## src/hdl/charto7seg.svh

```systemverilog
`ifndef CHARTO7SEG_SVH
`define CHARTO7SEG_SVH

// Active-low patterns in gfedcba bit order
localparam seg_t SEG_0     = 7'b1000000;
localparam seg_t SEG_1     = 7'b1111001;
localparam seg_t SEG_2     = 7'b0100100;
localparam seg_t SEG_3     = 7'b0110000;
localparam seg_t SEG_4     = 7'b0011001;
localparam seg_t SEG_5     = 7'b0010010;
localparam seg_t SEG_6     = 7'b0000010;
localparam seg_t SEG_7     = 7'b1111000;
localparam seg_t SEG_8     = 7'b0000000;
localparam seg_t SEG_9     = 7'b0010000;

localparam seg_t SEG_P     = 7'b0001100;
localparam seg_t SEG_F     = 7'b0001110;
localparam seg_t SEG_I     = 7'b1001111; // Left-hand bar
localparam seg_t SEG_G     = 7'b1000010;
localparam seg_t SEG_H     = 7'b0001001;
localparam seg_t SEG_T     = 7'b0000111; // Lower-case t
localparam seg_t SEG_E     = 7'b0000110;
localparam seg_t SEG_Q     = 7'b0011000; // Lower-case q

localparam seg_t SEG_DASH  = 7'b0111111;
localparam seg_t SEG_SPACE = 7'b1111111;

`endif
```

## src/hdl/duel_pkg.sv

```systemverilog
`default_nettype none

package duel_pkg;

  typedef logic [6:0] seg_t;
  typedef logic [6:0] duration_t;

  localparam duration_t   DURATION_MAX   = 7'd99; // Saturation value in tenths
  localparam int unsigned TICK_DIV_BOARD = 5000000; // 10 Hz at 50 MHz

  typedef enum logic [2:0] {
    HEX_1P     = 3'd0,
    HEX_2P     = 3'd1,
    HEX_FIGHT  = 3'd2,
    HEX_P1_WIN = 3'd3,
    HEX_P2_WIN = 3'd4,
    HEX_EQ     = 3'd5,
    HEX_DEBUG  = 3'd6
  } hex_state_t;

  typedef enum logic [1:0] {
    VERDICT_NONE = 2'd0,
    VERDICT_P1   = 2'd1,
    VERDICT_P2   = 2'd2,
    VERDICT_TIE  = 2'd3
  } verdict_t;

  typedef struct packed {
    logic     valid;
    verdict_t verdict;
  } grant_t;

  `include "charto7seg.svh"

  typedef struct packed {
    seg_t d5; // Leftmost digit
    seg_t d4;
    seg_t d3;
    seg_t d2;
    seg_t d1;
    seg_t d0;
  } hex_bank_t;

endpackage

`default_nettype wire

```

## src/hdl/duel_top.sv

```systemverilog
`timescale 1ns/1ps
`default_nettype none

module duel_top #(
  parameter int unsigned TICK_DIV = duel_pkg::TICK_DIV_BOARD
) (
  input  logic           clk,
  input  logic           rst_n,
  input  logic           key_start_n,
  input  logic           key_p1_n,
  input  logic           key_p2_n,
  input  logic           sw_two_player,
  input  logic           sw_debug,
  output duel_pkg::seg_t hex0,
  output duel_pkg::seg_t hex1,
  output duel_pkg::seg_t hex2,
  output duel_pkg::seg_t hex3,
  output duel_pkg::seg_t hex4,
  output duel_pkg::seg_t hex5
);
  import duel_pkg::*;

  logic       start_press;
  logic       p1_press;
  logic       p2_press;
  logic       armed;
  grant_t     grant;
  hex_state_t hex_state;
  duration_t  duration;
  hex_bank_t  hex;

  button_sync u_sync_start (
    .clk(clk), .rst_n(rst_n), .key_n(key_start_n), .press(start_press)
  );
  button_sync u_sync_p1 (
    .clk(clk), .rst_n(rst_n), .key_n(key_p1_n), .press(p1_press)
  );
  button_sync u_sync_p2 (
    .clk(clk), .rst_n(rst_n), .key_n(key_p2_n), .press(p2_press)
  );

  press_arbiter u_arbiter (
    .clk        (clk),
    .rst_n      (rst_n),
    .armed      (armed),
    .two_player (sw_two_player),
    .p1_press   (p1_press),
    .p2_press   (p2_press),
    .grant      (grant)
  );

  duel_fsm #(.TICK_DIV(TICK_DIV)) u_fsm (
    .clk        (clk),
    .rst_n      (rst_n),
    .start      (start_press),
    .two_player (sw_two_player),
    .debug      (sw_debug),
    .grant      (grant),
    .armed      (armed),
    .hex_state  (hex_state),
    .duration   (duration)
  );

  hextext_handler u_text (
    .hex_state (hex_state),
    .duration  (duration),
    .hex       (hex)
  );

  assign hex5 = hex.d5; // Leftmost
  assign hex4 = hex.d4;
  assign hex3 = hex.d3;
  assign hex2 = hex.d2;
  assign hex1 = hex.d1;
  assign hex0 = hex.d0;

endmodule

`default_nettype wire

```

## src/hdl/hextext_handler.sv

```systemverilog
`timescale 1ns/1ps
`default_nettype none

module hextext_handler (
  input  duel_pkg::hex_state_t hex_state,
  input  duel_pkg::duration_t  duration,
  output duel_pkg::hex_bank_t  hex
);
  import duel_pkg::*;

  logic [6:0] tens;
  logic [6:0] ones;
  seg_t       seg_tens;
  seg_t       seg_ones;

  function automatic seg_t to_seg(input logic [6:0] value);
    case (value)
      7'd0:    to_seg = SEG_0;
      7'd1:    to_seg = SEG_1;
      7'd2:    to_seg = SEG_2;
      7'd3:    to_seg = SEG_3;
      7'd4:    to_seg = SEG_4;
      7'd5:    to_seg = SEG_5;
      7'd6:    to_seg = SEG_6;
      7'd7:    to_seg = SEG_7;
      7'd8:    to_seg = SEG_8;
      7'd9:    to_seg = SEG_9;
      default: to_seg = SEG_SPACE; // Out of range
    endcase
  endfunction

  assign tens     = duration / 7'd10;
  assign ones     = duration % 7'd10;
  assign seg_tens = to_seg(tens);
  assign seg_ones = to_seg(ones);

  always_comb begin
    case (hex_state)
      HEX_1P: begin
        hex = {SEG_1, SEG_P, SEG_SPACE, SEG_SPACE, SEG_SPACE, SEG_SPACE};
      end
      HEX_2P: begin
        hex = {SEG_2, SEG_P, SEG_SPACE, SEG_SPACE, SEG_SPACE, SEG_SPACE};
      end
      HEX_FIGHT: begin
        hex = {SEG_F, SEG_I, SEG_G, SEG_H, SEG_T, SEG_SPACE};
      end
      HEX_P1_WIN: begin
        hex = {SEG_P, SEG_1, SEG_DASH, seg_tens, seg_ones, SEG_DASH};
      end
      HEX_P2_WIN: begin
        hex = {SEG_P, SEG_2, SEG_DASH, seg_tens, seg_ones, SEG_DASH};
      end
      HEX_EQ: begin
        hex = {SEG_E, SEG_Q, SEG_DASH, seg_tens, seg_ones, SEG_DASH};
      end
      default: begin
        // Debug view with the live duration on the two rightmost digits
        hex.d5 = SEG_SPACE;
        hex.d4 = SEG_SPACE;
        hex.d3 = SEG_SPACE;
        hex.d2 = SEG_SPACE;
        hex.d1 = seg_tens;
        hex.d0 = seg_ones;
      end
    endcase
  end

endmodule

`default_nettype wire

```

## src/hdl/duel_fsm.sv

```systemverilog
`timescale 1ns/1ps
`default_nettype none

module duel_fsm #(
  parameter int unsigned TICK_DIV = duel_pkg::TICK_DIV_BOARD
) (
  input  logic                 clk,
  input  logic                 rst_n,
  input  logic                 start,
  input  logic                 two_player,
  input  logic                 debug,
  input  duel_pkg::grant_t     grant,
  output logic                 armed,
  output duel_pkg::hex_state_t hex_state,
  output duel_pkg::duration_t  duration
);
  import duel_pkg::*;

  typedef enum logic [1:0] {
    PH_IDLE   = 2'd0,
    PH_FIGHT  = 2'd1,
    PH_RESULT = 2'd2
  } phase_t;

  phase_t    phase_q;
  verdict_t  verdict_q;
  logic [31:0] tick_q;
  duration_t duration_q;
  logic      tick;
  logic      timeout;

  assign tick     = (tick_q == 32'(TICK_DIV - 1));
  assign timeout  = (duration_q == DURATION_MAX);
  assign armed    = (phase_q == PH_FIGHT);
  assign duration = duration_q;

  always_ff @(posedge clk or negedge rst_n) begin
    if (!rst_n) begin
      phase_q    <= PH_IDLE;
      verdict_q  <= VERDICT_NONE;
      tick_q     <= '0;
      duration_q <= '0;
    end else begin
      case (phase_q)
        PH_IDLE: begin
          if (start) begin
            phase_q    <= PH_FIGHT;
            tick_q     <= '0; // Fresh round
            duration_q <= '0;
          end
        end
        PH_FIGHT: begin
          if (grant.valid) begin
            phase_q   <= PH_RESULT; // Duration freezes here
            verdict_q <= grant.verdict;
          end else if (timeout) begin
            phase_q   <= PH_RESULT;
            verdict_q <= VERDICT_TIE;
          end else if (tick) begin
            tick_q     <= '0;
            duration_q <= duration_q + 7'd1;
          end else begin
            tick_q <= tick_q + 32'd1;
          end
        end
        PH_RESULT: begin
          if (start) begin
            phase_q <= PH_IDLE;
          end
        end
        default: phase_q <= PH_IDLE;
      endcase
    end
  end

  // Debug only overrides the idle and fight displays
  always_comb begin
    case (phase_q)
      PH_IDLE: begin
        if (debug)           hex_state = HEX_DEBUG;
        else if (two_player) hex_state = HEX_2P;
        else                 hex_state = HEX_1P;
      end
      PH_FIGHT: begin
        hex_state = debug ? HEX_DEBUG : HEX_FIGHT;
      end
      PH_RESULT: begin
        case (verdict_q)
          VERDICT_P1: hex_state = HEX_P1_WIN;
          VERDICT_P2: hex_state = HEX_P2_WIN;
          default:    hex_state = HEX_EQ;
        endcase
      end
      default: hex_state = HEX_1P;
    endcase
  end

endmodule

`default_nettype wire

```

## src/hdl/press_arbiter.sv

```systemverilog
`timescale 1ns/1ps
`default_nettype none

module press_arbiter (
  input  logic            clk,
  input  logic            rst_n,
  input  logic            armed,
  input  logic            two_player,
  input  logic            p1_press,
  input  logic            p2_press,
  output duel_pkg::grant_t grant
);
  import duel_pkg::*;

  logic p2_live;
  logic done_q;

  assign p2_live = two_player & p2_press; // P2 masked in 1P mode

  always_ff @(posedge clk or negedge rst_n) begin
    if (!rst_n) begin
      grant  <= '0;
      done_q <= 1'b0;
    end else begin
      grant.valid <= 1'b0;
      if (!armed) begin
        done_q <= 1'b0; // Rearm for next round
      end else if (!done_q && (p1_press || p2_live)) begin
        grant.valid <= 1'b1;
        done_q      <= 1'b1;
        case ({p1_press, p2_live})
          2'b11:   grant.verdict <= VERDICT_TIE;
          2'b10:   grant.verdict <= VERDICT_P1;
          default: grant.verdict <= VERDICT_P2;
        endcase
      end
    end
  end

endmodule

`default_nettype wire

```

## src/hdl/button_sync.sv

```systemverilog
`timescale 1ns/1ps
`default_nettype none

module button_sync (
  input  logic clk,
  input  logic rst_n,
  input  logic key_n,
  output logic press
);

  logic [1:0] sync_q;
  logic       held_q;
  logic       pressed;

  assign pressed = ~sync_q[1]; // Key is active low

  always_ff @(posedge clk or negedge rst_n) begin
    if (!rst_n) begin
      sync_q <= 2'b11; // Released
      held_q <= 1'b0;
      press  <= 1'b0;
    end else begin
      sync_q <= {sync_q[0], key_n};
      held_q <= pressed;
      press  <= pressed & ~held_q; // One pulse per press
    end
  end

endmodule

`default_nettype wire

```

## config.mk

```make
export PLATFORM = sky130hd
export DESIGN_NAME = duel_top
export DESIGN_NICKNAME = d
export VERILOG_FILES = /design/src/hdl/duel_pkg.sv /design/src/hdl/duel_top.sv /design/src/hdl/hextext_handler.sv /design/src/hdl/duel_fsm.sv /design/src/hdl/press_arbiter.sv /design/src/hdl/button_sync.sv
export VERILOG_INCLUDE_DIRS = /design/src /design/src/hdl
export SDC_FILE = /design/constraint.sdc
export NUM_CORES = 1
export LEC_CHECK = 0
export ABC_AREA = 1
export BUFFER_PORTS_ARGS = -buffer_cell sky130_fd_sc_hd__buf_2
export CAP_MARGIN = 10
export CELL_PAD_IN_SITES_DETAIL_PLACEMENT = 1
export CELL_PAD_IN_SITES_GLOBAL_PLACEMENT = 2
export CORE_ASPECT_RATIO = 1.1
export CORE_MARGIN = 5
export CORE_UTILIZATION = 33
export CTS_BUF_LIST = sky130_fd_sc_hd__clkbuf_8 sky130_fd_sc_hd__clkbuf_16
export CTS_CLUSTER_DIAMETER = 120
export DETAILED_ROUTE_END_ITERATION = 8
export PLACE_DENSITY_LB_ADDON = 0.1
export SLEW_MARGIN = 5
export SYNTH_ARGS = -nofsm -noshare
export SYNTH_HDL_FRONTEND = slang
export SYNTH_SLANG_ARGS = --single-unit
```

## constraint.sdc

```tcl
create_clock -name clk -period 4.8 [get_ports clk]
set_input_delay 0.96 -clock clk [delete_from_list [all_inputs] [get_ports clk]]
set_output_delay 0.96 -clock clk [all_outputs]
set_load 0.05 [all_outputs]
```

; Yosys cells after proc, flatten, opt, wreduce, memory -nomap -nowiden
; Memory sizes are Yosys's and may differ from the RTL's.
; Cells that the tools add are included.
; W data, S select, Z words.
[word_totals]
rom_bits = 224
n_memories = 2
inputBits = 7
output_inout_bits = 42
regBits = 59
[op_classes]
div = 2
eq_ne = 20
mux = 30
n_bitwise = 10
n_reduce_logical = 14
addsub = 2
[mem_list]
columns = name, words, width, read_ports, rd_ports_with_merged_regs, wr, line
row1 = (name not given), 16, 7, 1, 0, 0, hextext_handler.sv:17  ; case (value)
row2 = (name not given), 16, 7, 1, 0, 0, hextext_handler.sv:17
[op_table]
columns = op, n
row1 = $pmux W42 S6, 1
row2 = $mux W32, 4
row3 = $pmux W32 S2, 1
row4 = $mux W7, 6
row5 = $add A32 B1 Y32 const B, 1
row6 = $eq A32 B23 Y1 const B, 1
row7 = $pmux W7 S2, 1
row8 = $mux W2, 6
row9 = $mux W3, 4
row10 = $ne A2 B2 Y1 const B, 5
row11 = $logic_not A3 Y1, 3
row12 = $pmux W3 S3, 1
row13 = $eq A2 B2 Y1 const B, 4
row14 = $add A7 B1 Y7 const B, 1
row15 = $div A7 B4 Y7 const B, 1
row16 = $eq A7 B7 Y1 const B, 1
row17 = $mod A7 B4 Y7 const B, 1
row18 = $eq A3 B2 Y1 const B, 2
row19 = $eq A3 B3 Y1 const B, 2
row20 = $not A1 Y1, 6
row21 = $pmux W2 S3, 1
row22 = $pmux W3 S2, 1
row23 = $reduce_and A5 Y1, 1
row24 = $and A1 B1 Y1, 4
row25 = 14 further kinds, 19

; Longest topological paths before layout
[depth]
word_depth = 5
mapped_depth = 27
mapped_depth_nobuf = 27

; By module
; Synthesis repeated with hierarchy kept, for this count alone.
[hier_totals]
hier_cells = 724
area_unflattened_um2 = 4718.3
[modules_own_cells]
columns = module, seq_area_each_um2, n_inst, cells_each, area_per_inst_um2
row1 = duel_fsm, 1076.0, 1, 461, 2925.3
row2 = hextext_handler, 0.0, 1, 226, 1295.0
row3 = button_sync, 102.6, 3, 6, 110.1
row4 = press_arbiter, 100.1, 1, 19, 167.7

; Worst setup path after synthesis
; No wires, ideal clock.
[synth_timing]
path_kind = input to output
from = input sw_debug
to = output hex5[4]
setup_slack_ns = 0.104
arrival_time_ns = 3.736
path_stages = 8
n_path_buf = 1
path_cell_list = inv_1 > a21oi_1 > nor2_1 > inv_1 > nor2_1 > nand2_1 > nand2_1 > buf_4
[synth_between]
elab_chain_cells = 4
elab_cells_between_ends = 10
classes_between = 5 x eq/ne / 4 x mux / 1 x reduce/logical
[synth_lines]
columns = item, line
row1 = from (decl), duel_top.sv:13  ; input logic sw_debug,
row2 = $mux W3 (on tied branches), "duel_fsm.sv:80, duel_fsm.sv:85"
row3 = $pmux W3 S3 (*), duel_fsm.sv:78  ; case (phase_q)
row4 = $eq A3 B3 Y1 (tied with other cells), hextext_handler.sv:38  ; case (hex_state)
row5 = $pmux W42 S6 (*), hextext_handler.sv:38
row6 = to (decl), duel_top.sv:19  ; output duel_pkg::seg_t hex5
; Every way passes the cells marked *; elsewhere a longest branch is shown, timed or not.

; Worst setup path in the final report
[layout_timing]
from = register u_fsm.duration_q[6] (netlist: u_fsm.duration[6])
to = output hex1[3]
[layout_between]
elab_chain_cells = 4
elab_cells_between_ends = 9
classes_between = 2 x div / 3 x mux / 2 x reduce/logical / 2 x memory
[layout_lines]
columns = item, line
row1 = from (decl), duel_fsm.sv:28  ; duration_t duration_q;
row2 = from (signal assigned), duel_fsm.sv:61  ; duration_q <= duration_q + 7'd1;
row3 = $div A7 B4 Y7 / $mod A7 B4 Y7 (equally long branches), "hextext_handler.sv:32, hextext_handler.sv:33"
row4 = $mem_v2 Z16 W7 / $logic_not A3 Y1 (equally long branches), n/a
row5 = $mux W7, hextext_handler.sv:17
row6 = $pmux W42 S6 (*), hextext_handler.sv:38
row7 = to (decl), duel_top.sv:15  ; output duel_pkg::seg_t hex1,
; Marks and branches as above.

==> impl.org <==
** Outcome
- The flow ran to the end, and the final reports show no timing, DRC or antenna violations.

** Yosys
- Main combinational cell family by area after synthesis :: simple AND/OR/NAND/NOR gates
- Synth Area in Adders :: 0.05294
- The synthesized design contains 59 register bits.
- Area share of xor/xnor cells in the synthesized design :: 0.01962
- Simple-Gate Fraction of Synth Area :: 0.3550
- Yosys warnings :: 0
- Net count of the mapped netlist :: roughly 580
- In this run the cell area of the synthesized design comes to 4018 um^2.
- The synthesized-area fraction occupied by ao, oa, aoi and oai cells is 0.09623.
- The share of the Yosys chip area taken by registers is 0.3694.
- Synth cell types :: 40
- Fraction of synthesized area in multiplexers :: 0
- Post-Syn Area per Cell :: roughly 7.2 um^2
- Count of mapped cells out of synthesis :: 560

** Power and ir drop
- The internal portion of the total power is between 1 and 1.5 mW.
- Leakage power of the design :: 2.277 nW
- Power spread over the standard cell area amounts to 542.1 nW/um^2.
- Of the total power, registers draw 0.228.
- Of the total power, the clock network draws 0.267.
- Switching share of total power :: 0.5047
- Summed over all nets, the switching power comes to 1.314 mW.
- Worst vdd ir :: between 200 and 300 uV
- Of the total power, combinational logic draws 0.505.

** Clock tree
- After clock tree synthesis, the clock-pin slew on the worst setup and hold paths is around 50 ps.
- Cts hold-fix bufs :: 0
- The tree is rooted in a clkbuf_16.
- Clock tree synthesis inserted a total of 9 buffers.
- Maximum clock insertion buffer count :: 2
- H-tree depth :: 3
- Insertion delay to the later sink of the worst-skew pair :: 330 ps
- Clk sink count :: 59
- TritonCTS built the clock tree.

** Floorplanning
- The die covers about 14000 um^2.
- DIE HEIGHT :: approximately 130 um
- FP Rows :: 42
- Initial Utilization :: 0.3353
- Area inside the core boundary :: approximately 12000 um^2
- The die is 115.2 um wide.
- Count of boundary I/O pins :: 49

** Timing
- Worst slew pin tran :: ~770 ps
- Measured against its own limit, the worst slew margin works out to 0.4895.
- Static timing analysis puts the maximum clock frequency at 224.7 MHz.
- Of the available clock period, the critical path in the final layout requires 0.9271.
- Between clock sinks in the finished design, the worst skew comes to 4.254 ps.
- Count of final max-slew check failures :: 0
- Setup violations remaining at the end of the flow were counted as 0.
- Setup repair after global routing left no endpoint under its margin.
- The smallest clock period supported by the final layout is computed as between 4000 and 5000 ps.
- Setup TNS after final layout :: 0 ps
- The number of failing hold endpoints at the final stage came to 0.

** Placement
- Once placement finished, the instance area stood at ~4400 um^2.
- Estimated wirelength of the detail-placed design :: a little over 9000 um
- Routability-driven placement finished with a final weighted congestion of between 0.8 and 0.9.
- Port bufs :: 47

** Route
- Pre-antenna DRT Iters :: 4
- Total DRC errors in the routed layout :: 0
- Number of nets with antenna violations after detailed routing :: 0
- Detailed route wirelength on metal2 :: 6417 um
- The final layout contains routed wiring with a total length of 11740 um.
- Signal routing reaches up to met4.
- After detailed routing, the met3 layer carries about 200 um of wire.
- The first routing iteration left ~120 violations.
- The routed layout has ~3800 vias.
- Met1 routed wirelength after detailed routing :: roughly 5000 um
- In the final routed layout, each cell accounts on average for roughly 15 um.
- Avg Vias per Cell :: 4.952

** Cells and area
- Synthesis-to-layout area growth :: 19.59%
- Multi-input gate area :: 2146 um^2
- Ant diodes :: 0
- Measured on the finished design, the core utilization comes to 0.4010.
- Share of layout cells above drive strength 1 :: 0.2087
- Top library cells by usage in the layout, fill and taps aside :: 110 x nand2_1, 78 x inv_1, 54 x nor2_1
- Fill cells in the final layout number about 1500.
- With fillers left out, the area of the finished cells amounts to slightly below 5000 um^2.
- In the final layout, flip-flops and latches occupy approximately 1500 um^2.
- Most common cell after layout, fill and taps aside :: nand2_1
- Net count of the finished layout :: 637

** GRT
- Maximum number of pins on one net before global-route repair :: 60
- Grt total ovfl :: 0
- Global-route wire length before repair :: 19890 um
- All-Layer GR Usage :: 0.1690
- Initial antenna violation count :: 0
- Number of global-route vias before repair :: 4147

** Critical path
- For the worst setup path, the data required time is between 3000 and 4000 ps.
- The critical path starts at u_fsm.duration[6]$_DFFE_PN0P_.
- Worst Path Class, Setup :: register to output pin
- For flop-to-flop paths, the worst setup slack is around 1900 ps.
- STA classifies the critical path endpoint as an output pin.
- The number of cells on the worst reg-to-reg path is 10.
- In this run the critical register-to-register path is launched from u_fsm.phase_q[1]$_DFFE_PN0P_.
- R2R Path End :: u_fsm.tick_q[22]$_DFFE_PN0P_
- Crit path DAT :: approximately 3500 ps
- Critical Path Fanout Max :: 7
- The critical path ends at hex1[3].
- STA classifies the critical path startpoint as a register.

** Run
- The tool flagged a number of max-cap violations equal to 0.

** Worst hold path
- Worst min-delay path category :: register to register
sequential cells by signal (all words and copies together) (netlist names), 2 cells and up:
register and flops:
u_sync_start.sync_q 2, u_fsm.tick_q 32, u_sync_p2.sync_q 2, u_fsm.duration 7
u_fsm.phase_q 2, u_sync_p1.sync_q 2, u_arbiter.grant 3, u_fsm.verdict_q 2
kinds of logic (layout without fill, tap and decap cells):
| group | Yosys count | in the layout |
|---|---|---|
| flip-flops | 59 | 59 |
| XOR/XNOR | 9 | 9 |
| other | 1 | 1 |
| AO/OA/AOI/OAI | 72 | 72 |
| AND/OR/NAND/NOR | 297 | 297 |
| buffers and inverters | 105 | 163 |
| adder cells (fa/ha/maj) | 17 | 17 |
what timing repair did:
item                                    CTS  global route
gates resized for setup                   0            14
setup buffers                             0             5
endpoints found under the setup margin    0            18
stage by stage:
| stage | power (mW) | cells | hold slack, ps | setup WS, ps |
|---|---|---|---|---|
| after floorplan | 1.604 | 560 | 345.2 | 104.1 |
| after global placement | 1.910 | 751 | 346.1 | 550.4 |
| after detailed placement | 1.932 | 751 | 347.6 | 403.4 |
| after CTS | 2.642 | 767 | 355.4 | 27.57 |
| after global routing | 2.776 | 772 | 362.8 | 5.335 |
| final | 2.604 | 772 | 354.1 | 349.7 |
power groups by stage:
stage | clock network (mW) | registers (mW) | logic (mW)
CTS | 0.714 | 0.593 | 1.34
global route | 0.745 | 0.599 | 1.43
floorplan | 0 | 0.588 | 1.02
detailed placement | 0 | 0.601 | 1.33
global placement | 0 | 0.596 | 1.31
finish | 0.695 | 0.593 | 1.32
layout make-up:
cell class                      count  share of cell area
Inverter                           90             0.07031
Sequential cell                    59              0.3094
Timing Repair Buffer               57             0.06562
Clock inverter                      7             0.02109
Clock buffer                        9             0.04687
Tap cell                          154             0.04010
Multi-Input combinational cell    396              0.4466
synthesized netlist by cell type, drive strengths merged:
| cell type | number | area share |
|---|---|---|
| a211oi | 1 | 0.0019 |
| a21boi | 1 | 0.0019 |
| a21o | 1 | 0.0019 |
| a21oi | 26 | 0.032 |
| a22oi | 2 | 0.0037 |
| a31oi | 2 | 0.0031 |
| buf | 9 | 0.016 |
| clkbuf | 6 | 0.0056 |
| clkinv | 1 | 0.00093 |
| conb | 1 | 0.00093 |
| dfrtp | 53 | 0.33 |
| dfstp | 6 | 0.039 |
| ha | 17 | 0.053 |
| inv | 89 | 0.083 |
| nand2 | 128 | 0.14 |
| nand3 | 53 | 0.075 |
| nand3b | 1 | 0.0019 |
| nand4 | 17 | 0.028 |
| nor2 | 57 | 0.056 |
| nor3 | 24 | 0.030 |
| nor3b | 4 | 0.0075 |
| nor4 | 10 | 0.016 |
| o211ai | 1 | 0.0019 |
| o21a | 1 | 0.0019 |
| o21ai | 35 | 0.045 |
| o22ai | 2 | 0.0031 |
| or2 | 3 | 0.0047 |
| xnor2 | 4 | 0.0087 |
| xor2 | 5 | 0.011 |
worst max-delay path, cell delays in order (launching register included):
cell	delay [ps]
dfrtp_2	460
inv_2	40
nand2_1	100
nand3_1	100
nand2_2	140
nand2_4	80
nand2_2	60
nand2_2	60
inv_2	60
nand2_2	80
nand2_4	110
nand2_2	70
nand2_2	90
inv_2	60
ha_1	170
inv_1	110
nand3_4	130
nand3_4	110
nand2_1	70
nand2_1	120
ha_1	240
inv_1	50
nand3_1	130
nand3_2	120
nand3_1	60
nand2_1	70
nand3_1	80
buf_4	200
worst min path at each step:
stage	startpoint	end	slack, ps	cells after the start
finish	u_sync_start.sync_q[0]$_DFF_PN1_	u_sync_start.sync_q[1]$_DFF_PN1_	350	0
global route	u_sync_start.sync_q[0]$_DFF_PN1_	u_sync_start.sync_q[1]$_DFF_PN1_	360	0
CTS	u_sync_start.sync_q[0]$_DFF_PN1_	u_sync_start.sync_q[1]$_DFF_PN1_	360	0
detailed placement	u_sync_start.sync_q[0]$_DFF_PN1_	u_sync_start.sync_q[1]$_DFF_PN1_	350	0
global placement	u_sync_start.sync_q[0]$_DFF_PN1_	u_sync_start.sync_q[1]$_DFF_PN1_	350	0
floorplan	u_sync_p1.sync_q[0]$_DFF_PN1_	u_sync_p1.sync_q[1]$_DFF_PN1_	350	0
per-layer routing:
layer / vias up / track usage
met5: - / 0
met4: 0 / 0.05456
met3: 12 / 0.02735
met2: 22 / 0.3151
met1: 1865 / 0.1929
li1: 1924 / -
Power figures use the tool's default switching activity.
